### config.mk
export PLATFORM = sky130hd
export DESIGN_NAME = bank_top
export DESIGN_NICKNAME = d
export VERILOG_FILES = /design/src/verilog/bank_pkg.sv /design/src/verilog/bank_fifo.sv /design/src/verilog/bank_miss_resrv.sv /design/src/verilog/bank_retire.sv /design/src/verilog/bank_select.sv /design/src/verilog/bank_tag_data.sv /design/src/verilog/bank_top.sv
export VERILOG_INCLUDE_DIRS = /design/src /design/src/verilog
export SDC_FILE = /design/constraint.sdc
export NUM_CORES = 2
export LEC_CHECK = 0
export BUFFER_PORTS_ARGS = -buffer_cell sky130_fd_sc_hd__clkbuf_2
export CAP_MARGIN = 20
export CORE_MARGIN = 4
export CORE_UTILIZATION = 30
export CTS_BUF_LIST = sky130_fd_sc_hd__clkbuf_4 sky130_fd_sc_hd__clkbuf_8
export DETAILED_ROUTE_END_ITERATION = 10
export GPL_TIMING_DRIVEN = 1
export PLACE_DENSITY = 0.55
export SYNTH_ARGS = -nofsm -noshare
export SYNTH_HDL_FRONTEND = slang
export SYNTH_SLANG_ARGS = --single-unit
### constraint.sdc
create_clock -name clk -period 13.9 [get_ports clk]
set_input_delay 2.78 -clock clk [delete_from_list [all_inputs] [get_ports clk]]
set_output_delay 2.78 -clock clk [all_outputs]
set_load 0.05 [all_outputs]
### src/verilog/bank_params.svh
`ifndef BANK_PARAMS_SVH
`define BANK_PARAMS_SVH

// Line geometry
`define BANK_WORD_BITS       32
`define BANK_WORDS_PER_LINE  4
`define BANK_WSEL_BITS       2
`define BANK_LINES           16
`define BANK_INDEX_BITS      4

// Address split: tag | index | word select
`define BANK_ADDR_BITS       16
`define BANK_LINE_ADDR_BITS  14
`define BANK_TAG_BITS        10
`define BANK_REQ_TAG_BITS    6

// Queue and table sizes
`define BANK_REQQ_DEPTH      4
`define BANK_FILLQ_DEPTH     2
`define BANK_RSPQ_DEPTH      4
`define BANK_MRVQ_DEPTH      8
// Two stages in flight plus one spare
`define BANK_MRVQ_MARGIN     3

`endif

### src/verilog/bank_pkg.sv
`include "bank_params.svh"

package bank_pkg;

    typedef logic [`BANK_WORDS_PER_LINE-1:0][`BANK_WORD_BITS-1:0] line_data_t;

    typedef struct packed {
        logic [`BANK_ADDR_BITS-1:0]    addr;
        logic [`BANK_REQ_TAG_BITS-1:0] tag;
    } core_req_t;

    typedef struct packed {
        logic [`BANK_REQ_TAG_BITS-1:0] tag;
        logic [`BANK_WORD_BITS-1:0]    data;
    } core_rsp_t;

    typedef struct packed {
        logic [`BANK_LINE_ADDR_BITS-1:0] line_addr;
        line_data_t                      data;
    } fill_rsp_t;

    // Stage 0 to 1
    typedef struct packed {
        logic                            valid;
        logic                            is_fill;
        logic                            is_replay;
        logic [`BANK_LINE_ADDR_BITS-1:0] line_addr;
        logic [`BANK_WSEL_BITS-1:0]      wsel;
        logic [`BANK_REQ_TAG_BITS-1:0]   tag;
        line_data_t                      line;
    } pipe_req_t;

    // Stage 1 to 2
    typedef struct packed {
        logic                            valid;
        logic                            is_fill;
        logic                            is_replay;
        logic                            hit;
        logic [`BANK_LINE_ADDR_BITS-1:0] line_addr;
        logic [`BANK_WSEL_BITS-1:0]      wsel;
        logic [`BANK_REQ_TAG_BITS-1:0]   tag;
        logic [`BANK_WORD_BITS-1:0]      word;
    } pipe_rsp_t;

    typedef struct packed {
        logic [`BANK_LINE_ADDR_BITS-1:0] line_addr;
        logic [`BANK_WSEL_BITS-1:0]      wsel;
        logic [`BANK_REQ_TAG_BITS-1:0]   tag;
    } mrvq_entry_t;

endpackage

### src/verilog/bank_fifo.sv
`timescale 1ns/1ps

module bank_fifo #(
    parameter int DATA_BITS = 8,
    parameter int DEPTH     = 4
) (
    input  logic                 clk,
    input  logic                 reset,
    input  logic                 push,
    input  logic [DATA_BITS-1:0] data_in,
    input  logic                 pop,
    output logic [DATA_BITS-1:0] data_out,
    output logic                 empty,
    output logic                 full
);
    localparam int PTR_BITS = (DEPTH > 1) ? $clog2(DEPTH) : 1;
    localparam int CNT_BITS = $clog2(DEPTH + 1);

    logic [DATA_BITS-1:0] mem [DEPTH];
    logic [PTR_BITS-1:0]  rd_ptr;
    logic [PTR_BITS-1:0]  wr_ptr;
    logic [CNT_BITS-1:0]  count;

    function automatic logic [PTR_BITS-1:0] next_ptr(input logic [PTR_BITS-1:0] ptr);
        return (ptr == PTR_BITS'(DEPTH - 1)) ? '0 : ptr + 1'b1;
    endfunction

    always_ff @(posedge clk) begin
        if (reset) begin
            rd_ptr <= '0;
            wr_ptr <= '0;
            count  <= '0;
        end else begin
            if (push) begin
                wr_ptr <= next_ptr(wr_ptr);
            end
            if (pop) begin
                rd_ptr <= next_ptr(rd_ptr);
            end
            case ({push, pop})
                2'b10:   count <= count + 1'b1;
                2'b01:   count <= count - 1'b1;
                default: count <= count;
            endcase
        end
    end

    always_ff @(posedge clk) begin
        if (push) begin
            mem[wr_ptr] <= data_in;
        end
    end

    assign data_out = mem[rd_ptr];
    assign empty    = (count == '0);
    assign full     = (count == CNT_BITS'(DEPTH));

endmodule

### src/verilog/bank_miss_resrv.sv
`timescale 1ns/1ps
`include "bank_params.svh"

module bank_miss_resrv import bank_pkg::*; (
    input  logic                            clk,
    input  logic                            reset,
    input  logic                            miss_add,
    input  pipe_rsp_t                       st2,
    input  pipe_req_t                       st1,
    input  logic                            st0_fill_valid,
    input  logic [`BANK_LINE_ADDR_BITS-1:0] st0_fill_addr,
    input  logic                            replay_pop,
    output logic                            pending,
    output logic                            full,
    output logic                            stop,
    output logic                            replay_valid,
    output mrvq_entry_t                     replay_entry
);
    localparam int DEPTH    = `BANK_MRVQ_DEPTH;
    localparam int IDX_BITS = $clog2(DEPTH);
    localparam int CNT_BITS = $clog2(DEPTH + 1);

    logic [DEPTH-1:0]    entry_valid;
    logic [DEPTH-1:0]    entry_ready;
    mrvq_entry_t         entries [DEPTH];

    logic [IDX_BITS-1:0] free_idx;
    logic [IDX_BITS-1:0] replay_idx;
    logic [CNT_BITS-1:0] free_count;
    logic [DEPTH-1:0]    pend_match;
    logic                fill_st1;
    logic                init_ready;

    assign fill_st1 = st1.valid && st1.is_fill;

    // Descending scan leaves the lowest index selected
    always_comb begin
        free_idx     = '0;
        replay_idx   = '0;
        replay_valid = 1'b0;
        free_count   = '0;
        for (int i = DEPTH - 1; i >= 0; i--) begin
            if (!entry_valid[i]) begin
                free_idx   = IDX_BITS'(i);
                free_count = free_count + 1'b1;
            end
            if (entry_valid[i] && entry_ready[i]) begin
                replay_idx   = IDX_BITS'(i);
                replay_valid = 1'b1;
            end
            pend_match[i] = entry_valid[i] && !entry_ready[i]
                            && (entries[i].line_addr == st2.line_addr);
        end
    end

    assign pending      = |pend_match;
    assign full         = &entry_valid;
    assign stop         = (free_count < CNT_BITS'(`BANK_MRVQ_MARGIN));
    assign replay_entry = entries[replay_idx];

    // Line already being filled, so no broadcast will come for it
    assign init_ready = (fill_st1 && (st1.line_addr == st2.line_addr))
                        || (st0_fill_valid && (st0_fill_addr == st2.line_addr));

    always_ff @(posedge clk) begin
        if (reset) begin
            entry_valid <= '0;
            entry_ready <= '0;
        end else begin
            for (int i = 0; i < DEPTH; i++) begin
                if (fill_st1 && entry_valid[i] && (entries[i].line_addr == st1.line_addr)) begin
                    entry_ready[i] <= 1'b1;
                end
            end
            if (replay_pop) begin
                entry_valid[replay_idx] <= 1'b0;
                entry_ready[replay_idx] <= 1'b0;
            end
            if (miss_add) begin
                entry_valid[free_idx] <= 1'b1;
                entry_ready[free_idx] <= init_ready;
            end
        end
    end

    always_ff @(posedge clk) begin
        if (miss_add) begin
            entries[free_idx] <= '{line_addr: st2.line_addr, wsel: st2.wsel, tag: st2.tag};
        end
    end

endmodule

### src/verilog/bank_retire.sv
`timescale 1ns/1ps
`include "bank_params.svh"

module bank_retire import bank_pkg::*; (
    input  pipe_rsp_t                       st2,
    input  logic                            rspq_full,
    input  logic                            pending,
    input  logic                            mrvq_full,
    input  logic                            dram_fill_req_ready,
    output logic                            rsp_push,
    output core_rsp_t                       rsp,
    output logic                            miss_add,
    output logic                            dram_fill_req_valid,
    output logic [`BANK_LINE_ADDR_BITS-1:0] dram_fill_req_addr,
    output logic                            stall
);
    logic hit_req;
    logic miss_req;
    logic first_miss;
    logic rsp_stall;
    logic fill_stall;
    logic mrvq_stall;

    assign hit_req    = st2.valid && !st2.is_fill && st2.hit;
    assign miss_req   = st2.valid && !st2.is_fill && !st2.hit;
    // Secondary misses ride on the fill already requested
    assign first_miss = miss_req && !pending;

    assign rsp_stall  = hit_req && rspq_full;
    assign fill_stall = first_miss && !dram_fill_req_ready;
    assign mrvq_stall = miss_req && mrvq_full;
    assign stall      = rsp_stall || fill_stall || mrvq_stall;

    assign rsp_push = hit_req && !stall;
    assign rsp.tag  = st2.tag;
    assign rsp.data = st2.word;

    assign miss_add = miss_req && !stall;

    // Not gated by ready, so it stays up until taken
    assign dram_fill_req_valid = first_miss && !mrvq_stall;
    assign dram_fill_req_addr  = st2.line_addr;

endmodule

### src/verilog/bank_select.sv
`timescale 1ns/1ps
`include "bank_params.svh"

module bank_select import bank_pkg::*; (
    input  logic        clk,
    input  logic        reset,
    input  logic        stall,
    input  logic        replay_valid,
    input  mrvq_entry_t replay_entry,
    input  logic        fill_valid,
    input  fill_rsp_t   fill,
    input  logic        core_valid,
    input  core_req_t   core,
    input  logic        stop,
    output logic        replay_pop,
    output logic        fill_pop,
    output logic        core_pop,
    output pipe_req_t   st1
);
    pipe_req_t st0;
    logic      fill_in_st1;

    assign fill_in_st1 = st1.valid && st1.is_fill;

    // Replay first, then fill, then core
    assign replay_pop = replay_valid && !stall;
    assign fill_pop   = fill_valid && !replay_pop && !stall;
    assign core_pop   = core_valid && !replay_pop && !fill_pop && !stall
                        && !stop && !fill_in_st1;

    always_comb begin
        st0 = '0;
        if (replay_pop) begin
            st0.valid     = 1'b1;
            st0.is_replay = 1'b1;
            st0.line_addr = replay_entry.line_addr;
            st0.wsel      = replay_entry.wsel;
            st0.tag       = replay_entry.tag;
        end else if (fill_pop) begin
            st0.valid     = 1'b1;
            st0.is_fill   = 1'b1;
            st0.line_addr = fill.line_addr;
            st0.line      = fill.data;
        end else if (core_pop) begin
            st0.valid     = 1'b1;
            st0.line_addr = core.addr[`BANK_ADDR_BITS-1:`BANK_WSEL_BITS];
            st0.wsel      = core.addr[`BANK_WSEL_BITS-1:0];
            st0.tag       = core.tag;
        end
    end

    always_ff @(posedge clk) begin
        if (reset) begin
            st1.valid     <= 1'b0;
            st1.is_fill   <= 1'b0;
            st1.is_replay <= 1'b0;
        end else if (!stall) begin
            st1 <= st0;
        end
    end

endmodule

### src/verilog/bank_tag_data.sv
`timescale 1ns/1ps
`include "bank_params.svh"

module bank_tag_data import bank_pkg::*; (
    input  logic      clk,
    input  logic      reset,
    input  logic      stall,
    input  pipe_req_t st1,
    output pipe_rsp_t st2
);
    logic [`BANK_LINES-1:0]     line_valid;
    logic [`BANK_TAG_BITS-1:0]  tag_mem [`BANK_LINES];
    line_data_t                 data_mem [`BANK_LINES];

    logic [`BANK_INDEX_BITS-1:0] index;
    logic [`BANK_TAG_BITS-1:0]   tag;
    logic                        write_fill;
    pipe_rsp_t                   st2_next;

    assign index      = st1.line_addr[`BANK_INDEX_BITS-1:0];
    assign tag        = st1.line_addr[`BANK_LINE_ADDR_BITS-1:`BANK_INDEX_BITS];
    assign write_fill = st1.valid && st1.is_fill;

    always_ff @(posedge clk) begin
        if (reset) begin
            line_valid <= '0;
        end else if (write_fill) begin
            line_valid[index] <= 1'b1;
        end
    end

    // Fill replaces the whole line and its tag
    always_ff @(posedge clk) begin
        if (write_fill) begin
            tag_mem[index]  <= tag;
            data_mem[index] <= st1.line;
        end
    end

    always_comb begin
        st2_next           = '0;
        st2_next.valid     = st1.valid;
        st2_next.is_fill   = st1.is_fill;
        st2_next.is_replay = st1.is_replay;
        st2_next.hit       = !st1.is_fill && line_valid[index] && (tag_mem[index] == tag);
        st2_next.line_addr = st1.line_addr;
        st2_next.wsel      = st1.wsel;
        st2_next.tag       = st1.tag;
        st2_next.word      = data_mem[index][st1.wsel];
    end

    always_ff @(posedge clk) begin
        if (reset) begin
            st2.valid     <= 1'b0;
            st2.is_fill   <= 1'b0;
            st2.is_replay <= 1'b0;
            st2.hit       <= 1'b0;
        end else if (!stall) begin
            st2 <= st2_next;
        end
    end

endmodule

### src/verilog/bank_top.sv
`timescale 1ns/1ps
`include "bank_params.svh"

module bank_top import bank_pkg::*; (
    input  logic                            clk,
    input  logic                            reset,
    input  logic                            core_req_valid,
    input  core_req_t                       core_req,
    output logic                            core_req_ready,
    output logic                            core_rsp_valid,
    output core_rsp_t                       core_rsp,
    input  logic                            core_rsp_ready,
    output logic                            dram_fill_req_valid,
    output logic [`BANK_LINE_ADDR_BITS-1:0] dram_fill_req_addr,
    input  logic                            dram_fill_req_ready,
    input  logic                            dram_fill_rsp_valid,
    input  fill_rsp_t                       dram_fill_rsp,
    output logic                            dram_fill_rsp_ready
);
    logic        reqq_push, reqq_pop, reqq_empty, reqq_full;
    core_req_t   reqq_head;
    logic        fillq_push, fillq_pop, fillq_empty, fillq_full;
    fill_rsp_t   fillq_head;
    logic        rsp_push, rspq_pop, rspq_empty, rspq_full;
    core_rsp_t   rsp;
    logic        replay_valid, replay_pop, pending, mrvq_full, stop;
    mrvq_entry_t replay_entry;
    logic        stall, miss_add;
    pipe_req_t   st1;
    pipe_rsp_t   st2;

    assign core_req_ready      = !reqq_full;
    assign reqq_push           = core_req_valid && core_req_ready;
    assign dram_fill_rsp_ready = !fillq_full;
    assign fillq_push          = dram_fill_rsp_valid && dram_fill_rsp_ready;
    assign core_rsp_valid      = !rspq_empty;
    assign rspq_pop            = core_rsp_valid && core_rsp_ready;

    bank_fifo #(.DATA_BITS($bits(core_req_t)), .DEPTH(`BANK_REQQ_DEPTH)) req_queue (
        .clk(clk), .reset(reset), .push(reqq_push), .data_in(core_req),
        .pop(reqq_pop), .data_out(reqq_head), .empty(reqq_empty), .full(reqq_full)
    );

    bank_fifo #(.DATA_BITS($bits(fill_rsp_t)), .DEPTH(`BANK_FILLQ_DEPTH)) fill_queue (
        .clk(clk), .reset(reset), .push(fillq_push), .data_in(dram_fill_rsp),
        .pop(fillq_pop), .data_out(fillq_head), .empty(fillq_empty), .full(fillq_full)
    );

    bank_fifo #(.DATA_BITS($bits(core_rsp_t)), .DEPTH(`BANK_RSPQ_DEPTH)) rsp_queue (
        .clk(clk), .reset(reset), .push(rsp_push), .data_in(rsp),
        .pop(rspq_pop), .data_out(core_rsp), .empty(rspq_empty), .full(rspq_full)
    );

    bank_select select (
        .clk(clk), .reset(reset), .stall(stall),
        .replay_valid(replay_valid), .replay_entry(replay_entry),
        .fill_valid(!fillq_empty), .fill(fillq_head),
        .core_valid(!reqq_empty), .core(reqq_head), .stop(stop),
        .replay_pop(replay_pop), .fill_pop(fillq_pop), .core_pop(reqq_pop), .st1(st1)
    );

    bank_tag_data tag_data (
        .clk(clk), .reset(reset), .stall(stall), .st1(st1), .st2(st2)
    );

    bank_miss_resrv miss_resrv (
        .clk(clk), .reset(reset), .miss_add(miss_add), .st2(st2), .st1(st1),
        .st0_fill_valid(fillq_pop), .st0_fill_addr(fillq_head.line_addr),
        .replay_pop(replay_pop), .pending(pending), .full(mrvq_full), .stop(stop),
        .replay_valid(replay_valid), .replay_entry(replay_entry)
    );

    bank_retire retire (
        .st2(st2), .rspq_full(rspq_full), .pending(pending), .mrvq_full(mrvq_full),
        .dram_fill_req_ready(dram_fill_req_ready), .rsp_push(rsp_push), .rsp(rsp),
        .miss_add(miss_add), .dram_fill_req_valid(dram_fill_req_valid),
        .dram_fill_req_addr(dram_fill_req_addr), .stall(stall)
    );

endmodule

==> results.sh <==
export IMPL_design_core_area_sq_um=406000
export IMPL_ys_warn_count=0
export IMPL_slowest_stage="edfxtp_1"
export IMPL_finalSetupTns_ns=0
export IMPL_fmaxAchievable_ghz=0.148
export IMPL_row_count=234
export IMPL_hpwl_mm=176
export IMPL_firstDrtPassIters=8
export IMPL_wl_mm=319
export IMPL_hold_class="flip-flop to flip-flop"
export IMPL_placedInstanceArea_sq_um=131000
export IMPL_syn_nets=5691
export IMPL_vias=58900
export IMPL_clk_latency_ns=1.14
export IMPL_period_share_pct=48.5
export IMPL_ios=226
export IMPL_die_h_um=647
export IMPL_synth_edf_count=3112
export IMPL_antenna_found_initial=67
export IMPL_min_period_ns=6.74
export IMPL_p_per_area_nw_per_um2=184
export IMPL_cts_sinks=3176
export IMPL_die_area_sq_um=418000
export IMPL_cts_tree="built"
export IMPL_crit_type="flip-flop to primary output"
export IMPL_ctsHoldBuffers=0
export IMPL_clk_path_buf_depth=4
export IMPL_root_buffer="clkbuf_8"
export IMPL_htreeDepth=6
export IMPL_syn_inst=5496
export IMPL_ys_seq_elements=3176
export IMPL_p_leak_uw=0.0440
export IMPL_final_area_sq_um=141000
export IMPL_status="complete, no violations"
export IMPL_grt_usage_pct=14.9
export IMPL_worstSetupStartpointType="flip-flop"
export IMPL_grt_pass1_wl_mm=455
export IMPL_crit_required_ns=11.12
export IMPL_grt_pass1_vias=61400
export IMPL_final_nets=6305
export IMPL_io_buffers=225
export IMPL_globalplace_congestion=0.892
export IMPL_max_stage_delay_ns=1.02
export IMPL_drtIter0Drc=6374
export IMPL_drive_gt1_share_pct=31.5
export IMPL_viasPerCell=4.93
export IMPL_async_flop_share_pct=0
export IMPL_synth_cell_types=71
export IMPL_postCtsSetupRepairBufs=0
export IMPL_path_cells="xor2_1, nor4_1, nand4_1, o211ai_1, or2_2, nor3b_1, clkbuf_2"
export IMPL_synth_area_sq_um=122000
export IMPL_fin_skew_ns=0.0966
export IMPL_grt_overflow=0
export IMPL_slew_headroom_pct=26.9
export IMPL_ys_flop_type="edfxtp_1"
export IMPL_start_util_pct=30.1
export IMPL_drc=0
export IMPL_clk_pin_slew_worst_paths_ns=0.06
export IMPL_worstMarginPinSlew_ns=1.09
export IMPL_drtAntennaViolNets=0
export IMPL_grt_max_degree=129
export IMPL_final_hold_viol_count=0
export IMPL_maxCapViolations=0
export IMPL_cp_end_kind="primary output"
export IMPL_cp_max_fo=19
export IMPL_slew_viol_final=0
export IMPL_cts_inserted_buffers=537
export IMPL_syn_area_per_cell_sq_um=22.3
export IMPL_wl_per_cell_um=26.8
export IMPL_area_growth_pct=15.2
export IMPL_yosysSeqAreaShare_pct=77.4
export IMPL_cp_arrival_ns=3.96
export IMPL_grt_setup_unrepaired="no"
export IMPL_die_x_um=647
export IMPL_cts_resized=0
export IMPL_ir_worst_vdd_uv=138
export IMPL_report_final_setup_viol=0
==> Yosys cell counts, types with 9 or more instances <==
cell | instances | area share (%)
edfxtp_1 | 3112 | 76
mux4_2 | 779 | 14
xor2_1 | 212 | 1.5
nor2_1 | 201 | 0.62
clkbuf_1 | 171 | 0.52
mux2i_1 | 155 | 1.3
nand2_1 | 97 | 0.30
buf_1 | 80 | 0.25
xnor2_1 | 65 | 0.47
dfxtp_1 | 64 | 1.0
nor4_1 | 53 | 0.27
a21oi_1 | 43 | 0.18
nor3_1 | 35 | 0.14
nand4_1 | 31 | 0.16
inv_1 | 30 | 0.092
mux2_2 | 30 | 0.28
nand3_1 | 28 | 0.11
o21ai_0 | 26 | 0.11
buf_2 | 25 | 0.10
ha_1 | 23 | 0.24
a222oi_1 | 19 | 0.16
a211oi_1 | 15 | 0.092
a221oi_1 | 15 | 0.11
buf_4 | 14 | 0.086
and2_1 | 13 | 0.066
a22o_1 | 10 | 0.072
nand2b_1 | 10 | 0.051
or3_1 | 10 | 0.051
a22oi_1 | 9 | 0.055
==> final timing paths <==
kind | start | end | slack (ns) | cells past startpoint
max | tag_data.st2[51] | dram_fill_req_valid | 7.16 | 7
min | select.st1[131] | tag_data.st2[35] | 0.39 | 0
max reg2reg | miss_resrv.entry_valid[7] | req_queue.count[2] | 7.96 | 23
min reg2reg | select.st1[131] | tag_data.st2[35] | 0.39 | 0
==> state kept, by name, summed over array words and instances, names as in the netlist, 16 cells and up, named ones only <==
signal,count
tag_data.tag_mem,160
tag_data.st2,57
miss_resrv.entries,176
tag_data.data_mem,2048
rsp_queue.mem,152
select.st1,152
fill_queue.mem,284
req_queue.mem,88
tag_data.line_valid,16
==> stage by stage <==
stage	std cells	setup WS [ns]	hold slack [ns]	total power, uW	utilization, %
2_1_floorplan	5496	2.36	0.400	16200	-
3_3_place_gp	11000	7.28	0.406	18100	32.2
3_5_place_dp	11000	7.21	0.405	18200	32.2
4_1_cts	11900	7.04	0.392	26400	34.7
5_1_grt	11900	6.96	0.393	27100	34.7
6_report	11900	7.16	0.388	26000	34.7
==> critical path, delay by kind of cell (launching register included) <==
| kind | cells | cell delay [ns] |
|---|---|---|
| buf+inv | 1 | 0.38 |
| compound gates | 1 | 0.21 |
| xor+xnor | 1 | 0.20 |
| flops | 1 | 1.02 |
| simple gates | 4 | 1.01 |
==> cells by family (layout without fill, tap and decap cells) <==
group | count (synthesis) | after routing | synth area share (%)
multiplexers | 964 | 964 | 15.9
buffers and inverters | 322 | 1318 | 1.06
AO/OA/AOI/OAI | 217 | 217 | 1.31
AND/OR/NAND/NOR | 512 | 512 | 1.99
adder cells (fa/ha/maj) | 25 | 25 | 0.268
other | 0 | 21 | 0
flip-flops | 3176 | 3176 | 77.4
XOR/XNOR | 280 | 280 | 2.04
==> final cells by class <==
type                            instances  area (sq um)
Tap cell                             5428          6790
Inverter                               31           124
Antenna cell                           21          52.6
Sequential cell                      3176         94800
Multi-Input combinational cell       1998         26500
Clock buffer                          719          8780
Fill cell                           37600        265000
Clock inverter                        202          1420
Timing Repair Buffer                  366          2480
==> report_power, final <==
group | internal (uW) | switching [uW]
clock | 4270 | 3780
combinational | 2410 | 2970
sequential | 11800 | 806
total | 18400 | 7550
==> layout by cell type, fill, tap and decap left out, drive strengths merged, types with 6 or more instances in the layout <==
master,netlist,layout
edfxtp,3112,3112
clkbuf,171,944
mux4,779,779
xor2,212,212
nor2,201,201
mux2i,155,155
clkinv,0,149
buf,120,141
nand2,97,97
inv,31,67
xnor2,65,65
dfxtp,64,64
nor4,54,54
a21oi,43,43
nor3,36,36
nand4,32,32
mux2,30,30
o21ai,29,29
nand3,28,28
ha,23,23
diode,0,21
a222oi,19,19
a211oi,15,15
a221oi,15,15
and2,13,13
or3,10,10
nand2b,10,10
a22o,10,10
clkinvlp,0,10
a22oi,9,9
a41oi,8,8
and3,8,8
o21a,7,7
a21o,7,7
o2bb2ai,7,7
a221o,7,7
bufinv,0,7
a32oi,6,6
==> layer usage <==
metal | routed length (um) | vias up | GRT usage (%)
li1 | - | 24300 | -
met1 | 140000 | 31700 | 21.1
met2 | 150000 | 2236 | 23.6
met3 | 22400 | 587 | 3.00
met4 | 7430 | 42 | 3.82
met5 | 270 | - | 0
Power figures use the tool's default switching activity.
